==> config.mk <==
export PLATFORM = sky130hd
export DESIGN_NAME = maze_ctl_top
export DESIGN_NICKNAME = d
export VERILOG_FILES = /design/src/verilog/maze_cell_pkg.sv /design/src/verilog/maze_cmd_pkg.sv /design/src/verilog/cmd_latch.sv /design/src/verilog/ctl_fsm.sv /design/src/verilog/layer_scan.sv /design/src/verilog/maze_ctl_top.sv
export VERILOG_INCLUDE_DIRS = /design/src /design/src/include
export SDC_FILE = /design/constraint.sdc
export NUM_CORES = 1
export LEC_CHECK = 0
export BUFFER_PORTS_ARGS = -buffer_cell sky130_fd_sc_hd__buf_2
export CORE_ASPECT_RATIO = 1.1
export CORE_UTILIZATION = 30
export DETAILED_ROUTE_END_ITERATION = 6
export PLACE_DENSITY = 0.54
export SETUP_SLACK_MARGIN = 0.2
export SYNTH_ARGS = -nofsm -noshare
export SYNTH_HDL_FRONTEND = slang
export SYNTH_SLANG_ARGS = --single-unit
==> constraint.sdc <==
create_clock -name clk -period 2.2 [get_ports clk]
set_clock_uncertainty 0.1 [all_clocks]
set_input_delay 0.11 -clock clk [delete_from_list [all_inputs] [get_ports clk]]
set_output_delay 0.11 -clock clk [all_outputs]
set_load 0.01 [all_outputs]
==> src/include/maze_ctl_defines.svh <==
`ifndef MAZE_CTL_DEFINES_SVH
`define MAZE_CTL_DEFINES_SVH

// array geometry
`define NRBITS   5   // row coordinate width
`define NCBITS   5   // column coordinate width
`define NLBITS   2   // layer index width
`define NLAYERS  4   // layers stacked in the array

// host words
`define CMD_W    32  // command and result queue word

// per-cell state
`define STATUS_W 4   // cell status code width

`endif

==> src/verilog/maze_cell_pkg.sv <==
`include "maze_ctl_defines.svh"
`default_nettype none

package maze_cell_pkg;

   typedef logic [`STATUS_W-1:0] cell_status_t;

   // bit 3 marks an etched cell
   localparam cell_status_t CELL_TRACED         = 4'b1001;
   localparam cell_status_t CELL_EMPTY_UNETCHED = 4'b0000;  // value after clear

   // per-cell command bus
   typedef enum logic [1:0] {
      CC_READ   = 2'd0,   // no-op when nothing is selected
      CC_WRITE  = 2'd1,
      CC_EXPAND = 2'd2,   // wavefront step, not issued here
      CC_CLEARX = 2'd3    // drop expanded marks, keep obstacles
   } cell_cmd_e;

   // row / column range decoder mode
   typedef enum logic [2:0] {
      RS_DISABLE = 3'd0,
      RS_LOWER   = 3'd1,   // single line at lower value
      RS_UPPER   = 3'd2,   // single line at upper value
      RS_RANGE   = 3'd3,   // lower through upper
      RS_ALL     = 3'd4
   } range_sel_e;

   // everything the array sees from the controller
   typedef struct packed {
      range_sel_e   row_sel;
      range_sel_e   col_sel;
      cell_cmd_e    cell_cmd;
      cell_status_t status_wr;
   } array_drive_t;

endpackage

`default_nettype wire

==> src/verilog/maze_cmd_pkg.sv <==
`include "maze_ctl_defines.svh"
`default_nettype none

package maze_cmd_pkg;

   typedef enum logic [1:0] {
      OP_NOP      = 2'd0,
      OP_ROUTE    = 2'd1,   // not supported, decoded as nop
      OP_SELECT   = 2'd2,
      OP_EXTENDED = 2'd3
   } cmd_opcode_e;

   typedef enum logic [3:0] {
      FCN_WRITE       = 4'd0,
      FCN_READ        = 4'd1,
      FCN_CLEAR_ARRAY = 4'd2,
      FCN_CLEARX      = 4'd3
   } cmd_fcn_e;

   // extended opcode layout, bits 29:0
   typedef struct packed {
      cmd_fcn_e                fcn;     // 29:26
      logic [21:0]             unused;  // 25:4
      logic [`STATUS_W-1:0]    status;  // 3:0, value for write
   } ext_fields_t;

   // select layout, bits 29:0, 5 bits per coordinate
   typedef struct packed {
      logic [4:0] x1;
      logic [4:0] y1;
      logic [4:0] z1;
      logic [4:0] x2;
      logic [4:0] y2;
      logic [4:0] z2;
   } sel_fields_t;

   typedef union packed {
      ext_fields_t ext;
      sel_fields_t sel;
   } cmd_body_t;

   typedef struct packed {
      cmd_opcode_e opcode;   // 31:30
      cmd_body_t   body;
   } cmd_word_t;

   // corner point, sized to the array
   typedef struct packed {
      logic [`NCBITS-1:0] x;
      logic [`NRBITS-1:0] y;
      logic [`NLBITS-1:0] z;
   } point_t;

   typedef enum logic [2:0] {
      RES_ETCH    = 3'd0,
      RES_SUCCESS = 3'd1,
      RES_XFAIL   = 3'd2,
      RES_TFAIL   = 3'd3,
      RES_TRACE   = 3'd4,
      RES_XCOUNT  = 3'd5,
      RES_TCOUNT  = 3'd6,
      RES_STATUS  = 3'd7
   } result_tag_e;

   typedef struct packed {
      result_tag_e          tag;     // 31:29
      logic [24:0]          pad;     // always zero
      logic [`STATUS_W-1:0] status;  // 3:0
   } result_word_t;

endpackage

`default_nettype wire

==> src/verilog/cmd_latch.sv <==
`timescale 1ns/1ps
`include "maze_ctl_defines.svh"
`default_nettype none

module cmd_latch
   import maze_cmd_pkg::*;
(
   input  wire logic              clk,
   input  wire logic              fourlayer_cnt_reset,
   input  wire logic              load_cmd,     // word from queue is valid now
   input  wire logic              load_points,  // take corners from held select
   input  wire logic [`CMD_W-1:0] cmd_in,
   output cmd_word_t              cmd,
   output point_t                 p1,
   output point_t                 p2
);

   // --------------------------------------------------
   // command register
   // --------------------------------------------------
   always_ff @(posedge clk)
   begin
      if (load_cmd)
      begin
         cmd <= cmd_word_t'(cmd_in);
      end
   end

   // --------------------------------------------------
   // corner registers, plain loads
   // --------------------------------------------------
   always_ff @(posedge clk)
   begin
      if (fourlayer_cnt_reset)
      begin
         p1 <= '0;
         p2 <= '0;
      end
      else if (load_points)
      begin
         // fields are 5 bits wide, keep only what the array uses
         p1.x <= cmd.body.sel.x1[`NCBITS-1:0];
         p1.y <= cmd.body.sel.y1[`NRBITS-1:0];
         p1.z <= cmd.body.sel.z1[`NLBITS-1:0];
         p2.x <= cmd.body.sel.x2[`NCBITS-1:0];
         p2.y <= cmd.body.sel.y2[`NRBITS-1:0];
         p2.z <= cmd.body.sel.z2[`NLBITS-1:0];
      end
   end

endmodule

`default_nettype wire

==> src/verilog/ctl_fsm.sv <==
`timescale 1ns/1ps
`include "maze_ctl_defines.svh"
`default_nettype none

module ctl_fsm
   import maze_cmd_pkg::*;
   import maze_cell_pkg::*;
(
   input  wire logic         clk,
   input  wire logic         fourlayer_cnt_reset,
   input  wire logic         cmd_empty,
   input  wire logic         result_full,
   input  wire cmd_word_t    cmd,
   input  wire cell_status_t status_rd,
   input  wire logic         at_top,
   input  wire logic         at_z1,
   input  wire logic         at_z2,
   input  wire logic         sweep_done,
   output logic              cmd_rd,
   output logic              load_cmd,
   output logic              load_points,
   output logic              advance,
   output logic              sweep_load,
   output array_drive_t      drive,
   output logic              result_wr,
   output result_word_t      result_out
);

   typedef enum logic [3:0] {
      S_WAIT, S_LOAD, S_DECODE, S_SELECT,
      S_WRITE, S_WRITE2, S_READ, S_READ2,
      S_CLEARX, S_CLEARX2, S_CLEARALL, S_CLEARALL2
   } state_e;

   state_e cs;
   state_e ns;

   always_ff @(posedge clk)
   begin
      if (fourlayer_cnt_reset)
      begin
         cs <= S_WAIT;
      end
      else
      begin
         cs <= ns;
      end
   end

   // --------------------------------------------------
   // next state and outputs
   // --------------------------------------------------
   always_comb
   begin
      ns          = S_WAIT;
      cmd_rd      = 1'b0;
      load_cmd    = 1'b0;
      load_points = 1'b0;
      advance     = 1'b0;
      sweep_load  = 1'b0;
      result_wr   = 1'b0;
      result_out  = '0;
      drive.row_sel   = RS_DISABLE;   // read with decoders off is a no-op
      drive.col_sel   = RS_DISABLE;
      drive.cell_cmd  = CC_READ;
      drive.status_wr = CELL_EMPTY_UNETCHED;

      case (cs)
         S_WAIT:
         begin
            if (!cmd_empty)
            begin
               cmd_rd = 1'b1;         // word shows up after this edge
               ns     = S_LOAD;
            end
         end
         S_LOAD:
         begin
            load_cmd = 1'b1;
            ns       = S_DECODE;
         end
         S_DECODE:
         begin
            case (cmd.opcode)
               OP_SELECT:   ns = S_SELECT;
               OP_EXTENDED:
               begin
                  case (cmd.body.ext.fcn)
                     FCN_WRITE:
                     begin
                        drive.row_sel = RS_RANGE;   // prime the decoders
                        drive.col_sel = RS_RANGE;
                        ns = S_WRITE;
                     end
                     FCN_READ:
                     begin
                        drive.row_sel = RS_LOWER;
                        drive.col_sel = RS_LOWER;
                        ns = S_READ;
                     end
                     FCN_CLEAR_ARRAY: ns = S_CLEARALL;
                     FCN_CLEARX:      ns = S_CLEARX;
                     default:         ns = S_WAIT;   // unknown function
                  endcase
               end
               default:                // nop and route
               begin
                  if (!cmd_empty)
                  begin
                     cmd_rd = 1'b1;   // fetch next word right away
                     ns     = S_LOAD;
                  end
               end
            endcase
         end
         S_SELECT:
         begin
            load_points = 1'b1;
            ns          = S_WAIT;
         end
         S_WRITE, S_WRITE2:
         begin
            advance         = 1'b1;
            drive.row_sel   = RS_RANGE;
            drive.col_sel   = RS_RANGE;
            drive.status_wr = cmd.body.ext.status;
            if (cs == S_WRITE2 || at_z1)
            begin
               drive.cell_cmd = CC_WRITE;   // one layer per cycle
               ns = at_z2 ? S_WAIT : S_WRITE2;
            end
            else
            begin
               ns = S_WRITE;                // spin to z1
            end
         end
         S_READ:
         begin
            drive.row_sel = RS_LOWER;
            drive.col_sel = RS_LOWER;
            if (!at_z1)
            begin
               advance = 1'b1;
               ns      = S_READ;
            end
            else
            begin
               ns = result_full ? S_READ : S_READ2;  // hold layer while full
            end
         end
         S_READ2:
         begin
            drive.row_sel     = RS_LOWER;
            drive.col_sel     = RS_LOWER;
            result_out.tag    = RES_STATUS;
            result_out.status = status_rd;
            result_wr         = !result_full;
            ns = result_full ? S_READ2 : S_WAIT;
         end
         S_CLEARX:
         begin
            sweep_load = 1'b1;
            ns         = S_CLEARX2;
         end
         S_CLEARX2:
         begin
            advance        = 1'b1;
            drive.row_sel  = RS_ALL;
            drive.col_sel  = RS_ALL;
            drive.cell_cmd = CC_CLEARX;
            ns = sweep_done ? S_WAIT : S_CLEARX2;
         end
         S_CLEARALL:
         begin
            advance       = 1'b1;
            drive.row_sel = RS_ALL;
            drive.col_sel = RS_ALL;
            ns = at_top ? S_CLEARALL2 : S_CLEARALL;  // start over at layer 0
         end
         S_CLEARALL2:
         begin
            advance         = 1'b1;
            drive.row_sel   = RS_ALL;
            drive.col_sel   = RS_ALL;
            drive.cell_cmd  = CC_WRITE;
            drive.status_wr = CELL_EMPTY_UNETCHED;
            ns = at_top ? S_WAIT : S_CLEARALL2;     // last write on top layer
         end
         default: ns = S_WAIT;
      endcase
   end

endmodule

`default_nettype wire

==> src/verilog/layer_scan.sv <==
`timescale 1ns/1ps
`include "maze_ctl_defines.svh"
`default_nettype none

module layer_scan
(
   input  wire logic               clk,
   input  wire logic               fourlayer_cnt_reset,
   input  wire logic               advance,     // step to next layer
   input  wire logic               sweep_load,  // start a full pass
   input  wire logic [`NLBITS-1:0] p1_z,
   input  wire logic [`NLBITS-1:0] p2_z,
   output logic      [`NLBITS-1:0] cur_layer,
   output logic                    at_top,
   output logic                    at_z1,
   output logic                    at_z2,
   output logic                    sweep_done
);

   localparam logic [`NLBITS-1:0] TOP_LAYER = `NLBITS'(`NLAYERS - 1);

   logic [`NLBITS-1:0] sweep_count;  // layers left in the pass

   // --------------------------------------------------
   // rotating layer pointer
   // --------------------------------------------------
   always_ff @(posedge clk)
   begin
      if (fourlayer_cnt_reset)
      begin
         cur_layer <= '0;
      end
      else if (advance)
      begin
         cur_layer <= at_top ? '0 : cur_layer + 1'b1;  // wrap after top
      end
   end

   // pass timer, load wins over step
   always_ff @(posedge clk)
   begin
      if (fourlayer_cnt_reset)
      begin
         sweep_count <= '0;
      end
      else if (sweep_load)
      begin
         sweep_count <= TOP_LAYER;
      end
      else if (advance)
      begin
         sweep_count <= sweep_count - 1'b1;
      end
   end

   assign at_top     = (cur_layer == TOP_LAYER);
   assign at_z1      = (cur_layer == p1_z);       // on p1 layer
   assign at_z2      = (cur_layer == p2_z);       // on p2 layer
   assign sweep_done = (sweep_count == '0);

endmodule

`default_nettype wire

==> src/verilog/maze_ctl_top.sv <==
`timescale 1ns/1ps
`include "maze_ctl_defines.svh"
`default_nettype none

module maze_ctl_top
   import maze_cmd_pkg::*;
   import maze_cell_pkg::*;
(
   input  wire logic               clk,
   input  wire logic               fourlayer_cnt_reset,
   // command queue
   input  wire logic               cmd_empty,
   input  wire logic [`CMD_W-1:0]  cmd_in,
   output logic                    cmd_rd,
   // result queue
   input  wire logic               result_full,
   output result_word_t            result_out,
   output logic                    result_wr,
   // cell array
   input  wire cell_status_t       status_rd,
   output array_drive_t            drive,
   output logic [`NRBITS-1:0]      row_l_v,
   output logic [`NRBITS-1:0]      row_u_v,
   output logic [`NCBITS-1:0]      col_l_v,
   output logic [`NCBITS-1:0]      col_u_v,
   output logic [`NLBITS-1:0]      cur_layer
);

   cmd_word_t cmd;
   point_t    p1;
   point_t    p2;
   logic      load_cmd;
   logic      load_points;
   logic      advance;
   logic      sweep_load;
   logic      at_top;
   logic      at_z1;
   logic      at_z2;
   logic      sweep_done;

   // p1 feeds the lower decoder values, p2 the upper
   assign row_l_v = p1.y;
   assign col_l_v = p1.x;
   assign row_u_v = p2.y;
   assign col_u_v = p2.x;

   cmd_latch u_latch (
      .clk                 (clk),
      .fourlayer_cnt_reset (fourlayer_cnt_reset),
      .load_cmd            (load_cmd),
      .load_points         (load_points),
      .cmd_in              (cmd_in),
      .cmd                 (cmd),
      .p1                  (p1),
      .p2                  (p2)
   );

   layer_scan u_scan (
      .clk                 (clk),
      .fourlayer_cnt_reset (fourlayer_cnt_reset),
      .advance             (advance),
      .sweep_load          (sweep_load),
      .p1_z                (p1.z),
      .p2_z                (p2.z),
      .cur_layer           (cur_layer),
      .at_top              (at_top),
      .at_z1               (at_z1),
      .at_z2               (at_z2),
      .sweep_done          (sweep_done)
   );

   ctl_fsm u_fsm (
      .clk                 (clk),
      .fourlayer_cnt_reset (fourlayer_cnt_reset),
      .cmd_empty           (cmd_empty),
      .result_full         (result_full),
      .cmd                 (cmd),
      .status_rd           (status_rd),
      .at_top              (at_top),
      .at_z1               (at_z1),
      .at_z2               (at_z2),
      .sweep_done          (sweep_done),
      .cmd_rd              (cmd_rd),
      .load_cmd            (load_cmd),
      .load_points         (load_points),
      .advance             (advance),
      .sweep_load          (sweep_load),
      .drive               (drive),
      .result_wr           (result_wr),
      .result_out          (result_out)
   );

endmodule

`default_nettype wire
## Yosys cells after proc, flatten, opt, wreduce, memory -nomap -nowiden

Cells that the tools add are included.

- Logic and storage cells: 75
- Bits in registers: 64
- Output and inout bits: 68
- Bits of input ports: 40

- Add/sub/neg operators: 2
- Mux-type cells: 32
- Equality and inequality tests: 19
- Reductions and logical operators: 11

Operator list:

| kind | count |
|---|---|
| $pmux W4 S10 | 1 |
| $mux W4 | 6 |
| $pmux W6 S4 | 1 |
| $eq A4 B2 Y1 const B | 4 |
| $eq A4 B3 Y1 const B | 4 |
| $eq A4 B4 Y1 const B | 4 |
| $pmux W4 S4 | 1 |
| $mux W1 | 11 |
| $pmux W5 S2 | 1 |
| $mux W3 | 3 |
| $eq A4 B1 Y1 const B | 2 |
| $logic_not A4 Y1 | 2 |
| $pmux W4 S2 | 1 |
| $eq A2 B2 Y1 const B | 3 |
| $mux W2 | 3 |
| $mux W6 | 1 |
| $pmux W2 S3 | 1 |
| $reduce_or A2 Y1 | 3 |
| $reduce_or A5 Y1 | 1 |
| $eq A2 B2 Y1 | 2 |
| $pmux W1 S2 | 2 |
| $reduce_or A3 Y1 | 1 |
| $add A2 B1 Y2 const B | 1 |
| $logic_not A2 Y1 | 1 |
| other kinds (4) | 4 |

## Longest topological paths before layout

- Depth after elaboration: 5
- Depth in mapped cells: 6
- Gate-level depth less buffers: 6

## By module

A second synthesis with hierarchy kept.

- Cells, all modules: 236
- Area total of the unflattened synthesis: 2793.9 µm²

By module, submodules not included:

| module | seq. area each (µm²) | times used | area an instance (µm²) | cells each |
|---|---|---|---|---|
| cmd_latch | 1441.4 | 1 | 1830.5 | 109 |
| ctl_fsm | 80.1 | 1 | 733.2 | 102 |
| layer_scan | 80.1 | 1 | 230.2 | 25 |

## Worst setup path before layout

No wires, ideal clock.

- Path kind: register -> register
- Start: register u_fsm.cs[2]
- End: register u_latch.cmd[0] (netlist name)
- Clock period less this slack: 1.930 ns
- Data arrival time: 1.448 ns
- Cell stages (with the launch flop): 4
- Data required time: 1.717 ns
- Path slack: 0.270 ns
- Cell sequence: dfxtp_1 buf_2 or3_1 inv_1

- Longest elaborated chain between the ends: 2

Ends and longest elaborated chain:

| item | RTL line | RTL |
|---|---|---|
| start, declared | ctl_fsm.sv:35 | `state_e cs;` |
| start signal, assigned | ctl_fsm.sv:46 | `cs <= ns;` |
| $eq A4 B1 Y1 | ctl_fsm.sv:68 | `case (cs)` |
| $mux W1 | ctl_fsm.sv:68 |  |

No other way between the ends.
A chain may end at the register's enable or synchronous reset.

## Worst setup path in the final report

- Start: register u_fsm.cs[0]
- End: output port cmd_rd

- Longest elaborated chain between the ends: 2
- Elaborated cells on any way between the ends: 3
- Those cells by class: eq/ne: 1; mux: 1; reduce/logical: 1

Ends and longest elaborated chain:

| item | RTL line | RTL |
|---|---|---|
| $eq A4 B2 Y1 or $logic_not A4 Y1 (tied branches) | ctl_fsm.sv:68 |  |
| $pmux W1 S2 * | ctl_fsm.sv:68 |  |
| end, declared | maze_ctl_top.sv:14 | `output logic cmd_rd,` |

Mark *: on every way between the ends. The rest lies on a longest branch, timed or not.

==> impl_summary.txt <==
----------------------------------------------------
[Status]
  Outcome ... complete, no violations

[Routing]
  DR vias ... ~2200
  Routed length per placed instance ... 12.19 microns
  Average vias per placed instance ... approximately 4.5
  Initial DRC Count ... 85
  Detailed-routing iteration count for the pre-antenna-repair pass ... 4
  Number of nets with antenna violations after detailed routing ... 0
  Residual DRC ... 0
  WL final ... 6143 microns

[Logic synthesis]
  Fraction of post-synthesis cell area in the top cell type by area ... between 20 and 30%
  Top_reg_cell synth ... sky130_fd_sc_hd__dfxtp_1
  Post-synthesis cell type count ... 50
  Number of cells produced by synthesis ... 298
  Post-synth EDFFs ... 28
  Proportion of synthesized chip area in sequential cells ... about 50%
  Biggest area consumer among synthesized cells ... sky130_fd_sc_hd__edfxtp_1
  Fraction of registers with async set or reset after synthesis ... 0%
  Average size of a mapped cell ... 9.678 sq um
  Top area cells in the synthesized netlist ... sky130_fd_sc_hd__edfxtp_1 29%, sky130_fd_sc_hd__dfxtp_1 22%, sky130_fd_sc_hd__buf_4 13%
  Number of synthesized register bits ... 60
  Post-synth design cell area ... approximately 0.0029 sq mm
  Number of warnings reported in the yosys synthesis log ... 0

[Power and ir drop]
  Reported leakage power ... roughly 1.5 nW
  Pwr/cell area ... between 600 and 700 mW/mm^2
  Max VDD drop ... about 0.32 mV

[Die]
  Die span in x ... about 95 microns
  Initial standard-cell utilization of the core ... 30.84%
  Placement Rows ... 37
  I/O pin count ... 108
  Core Region ... ~0.0094 sq mm
  Die Ht ... roughly 100 microns
  Die footprint ... between 0.01 and 0.015 sq mm

[Timing]
  Fmax ... roughly 530 MHz
  Post-route clock period utilization ... 86.09%
  Final hold slack ... around 0.19 ns
  Setup repair after global routing missed its margin ... yes
  Least-Margin Pin Slew ... ~0.59 ns
  Final Hold Vio Count ... 0
  Final Setup Violations ... 0
  Final setup margin ... around 0.3 ns
  Worst slew margin relative to its limit ... between 60% and 70%
  Final worst path period need ... between 1.5 and 2 ns
  Post-route setup TNS ... 0 ns
  Max Transition Viols Final ... 0

[Worst setup path]
  Data required time at the worst endpoint ... 1.99 ns
  Largest fanout on the critical path ... 17
  Crit path capture ... cmd_rd
  Register-to-register setup slack ... 0.49 ns
  Number of cells traversed by the worst register-to-register path ... 4
  Critical Path Start Type ... register
  Capture point of the worst reg-to-reg path ... u_latch.cmd[0]
  Class of the most critical setup path ... reg -> out
  Crit. Startpoint ... u_fsm.cs[0]
  Type of element capturing the critical path ... primary output
  Arrival time of data at the critical path endpoint ... 1.68 ns
  Startpoint of the worst register-to-register path ... u_fsm.cs[1]

[CTS]
  Cts bufs inserted ... 9
  Clock latency at the later pin of the worst-skew pair ... between 0.3 and 0.4 ns
  Reg clk slew, reported paths ... 0.06 ns
  Maximum root-to-sink buffer count ... 2
  CTS H-tree depth ... 3
  TritonCTS Sinks ... 60
  Root buffer cell ... sky130_fd_sc_hd__clkbuf_8
  Post CTS Setup Buffer Count ... 0
  CTS tree ... done

[Placed design]
  Final Wtd Congestion ... between 0.8 and 0.9
  Port Buf Inserts ... roughly 80
  Final HPWL from detailed placement ... between 4000 and 5000 microns
  Area after DPL ... roughly 0.0031 sq mm
  Pre-CTS setup slack ... ~0.28 ns

[Global routing]
  Pin count of the biggest net entering global routing ... 30
  Residual overflow from global routing ... 0
  Vias in the first global route ... 2070
  All-Layer GR Usage ... around an eighth
  Antenna violations before repair ... 0
  First-pass GRT wire length ... between 9000 and 10000 microns

[Cells and area]
  Multi-input combinational cell area ... approximately 0.0010 sq mm
  Number of fill cells in the layout ... 950
  Synth-to-Final Area Change ... 25.86%
  Final instance area ... around 0.0036 sq mm
  Register area ... roughly 0.0015 sq mm
  Ant. Diodes ... 0
  Layout net count ... 424
  Layout cells sized above 1 ... ~29%

[Hold path]
  Type of the worst min-delay path ... in -> reg

[Job]
  Max-cap viol count ... 0

----------------------------------------------------
==> metal layers <==
layer / track usage, % / share of wire [%]
met1: 16.38 / 46
met2: 20.66 / 47
met3: 3.785 / 6.2
met4: 3.838 / 0.52
met5: 0 / 0
==> Yosys cell counts (2+ instances only) <==
| cell | number |
|---|---|
| sky130_fd_sc_hd__nand2_1 | 55 |
| sky130_fd_sc_hd__buf_4 | 51 |
| sky130_fd_sc_hd__dfxtp_1 | 32 |
| sky130_fd_sc_hd__a21oi_1 | 31 |
| sky130_fd_sc_hd__edfxtp_1 | 28 |
| sky130_fd_sc_hd__nor2_1 | 10 |
| sky130_fd_sc_hd__and2_1 | 8 |
| sky130_fd_sc_hd__buf_2 | 7 |
| sky130_fd_sc_hd__clkbuf_1 | 6 |
| sky130_fd_sc_hd__nand2b_1 | 6 |
| sky130_fd_sc_hd__inv_1 | 5 |
| sky130_fd_sc_hd__o21ai_0 | 5 |
| sky130_fd_sc_hd__nor3_1 | 4 |
| sky130_fd_sc_hd__xor2_1 | 4 |
| sky130_fd_sc_hd__a31oi_1 | 3 |
| sky130_fd_sc_hd__nand3_1 | 3 |
| sky130_fd_sc_hd__a211o_1 | 2 |
| sky130_fd_sc_hd__and3_1 | 2 |
| sky130_fd_sc_hd__and4_1 | 2 |
| sky130_fd_sc_hd__ha_1 | 2 |
| sky130_fd_sc_hd__nand4_1 | 2 |
| sky130_fd_sc_hd__o211ai_1 | 2 |
==> per-stage QoR <==
stage	util (%)	power [mW]	cells
2_1_floorplan	-	1.373	322
3_3_place_gp	33.56	1.398	460
3_5_place_dp	33.56	1.399	460
4_1_cts	38.67	2.413	504
5_1_grt	38.81	2.484	504
6_report	38.81	2.373	504
==> cells in the final DEF, fill, tap and decap left out, drive strengths merged, types with 2 or more instances in the layout <==
master        n
clkinv        3
ha            2
xor2          4
a2111oi       2
edfxtp       28
dlygate4sd3  28
o21ai         5
nor3          5
and2          8
or4           2
o211ai        2
a211o         2
nand2b        6
nand3         3
dfxtp        32
conb         25
clkbuf       11
and3          2
a21oi        32
a31oi         3
inv           5
and4          2
nor2         10
buf          86
nand2        55
nand4         2
==> registers in the layout, indices dropped and copies added (netlist names) <==
name,count
u_latch.cmd,28
u_latch.p1,12
u_latch.p2,12
u_fsm.cs,4
u_scan.cur_layer,2
u_scan.sweep_count,2
==> worst max-delay path, cell delays in order, from the launching register on <==
cell and delay (ns):
sky130_fd_sc_hd__dfxtp_1 0.31, sky130_fd_sc_hd__buf_4 0.18, sky130_fd_sc_hd__or4_4 0.54, sky130_fd_sc_hd__a21oi_2 0.17, sky130_fd_sc_hd__buf_2 0.16
==> final cells by class <==
class                   count  share of cell area, %
clock buffers              11                  3.895
well taps                 117                  4.033
inverters                   5                 0.5171
multi-input cells         192                  28.71
flip-flops and latches     60                  40.95
repair buffers            114                  20.48
clock inverters             5                  1.413
==> worst min-delay path by stage <==
stage / from / endpoint / slack [ns] / cells after the start
final: result_full / u_fsm.cs[0] / 0.19 / 4
after detailed placement: cmd_in[26] / u_latch.cmd[26] / 0.19 / 1
after global routing: fourlayer_cnt_reset / u_latch.p1[10] / 0.21 / 2
after global placement: cmd_in[13] / u_latch.cmd[13] / 0.19 / 1
after CTS: result_full / u_fsm.cs[0] / 0.17 / 4
after floorplan: cmd_in[0] / u_latch.cmd[0] / 0.11 / 0
==> cells by family after synthesis <==
family	count (synthesis)	share of synthesized area (%)
AOI/OAI and AO/OA	56	12.10
buffers and inverters	70	16.31
other	1	0.1300
muxes	1	0.3904
DFF	60	51.37
and+or+nand+nor	103	17.31
xor gates and xnor gates	5	1.518
adders and majority gates	2	0.8675
==> report_power, final <==
part / leakage [nW] / switching (mW) / internal, mW / total, mW
Combinational: 0.907 / 0.0974 / 0.0886 / 0.186
Clock: 0.0967 / 0.414 / 0.546 / 0.961
Sequential: 0.519 / 0.0192 / 1.21 / 1.23
Total: 1.52 / 0.531 / 1.84 / 2.37
==> repair_timing <==
item,4_1_cts,5_1_grt
pin swaps,0,2
hold endpoints to repair,28,0
setup endpoints to repair,16,8
hold buffers,28,0
gates resized for setup,3,4
Note: power is estimated with default switching activity, not from simulation.
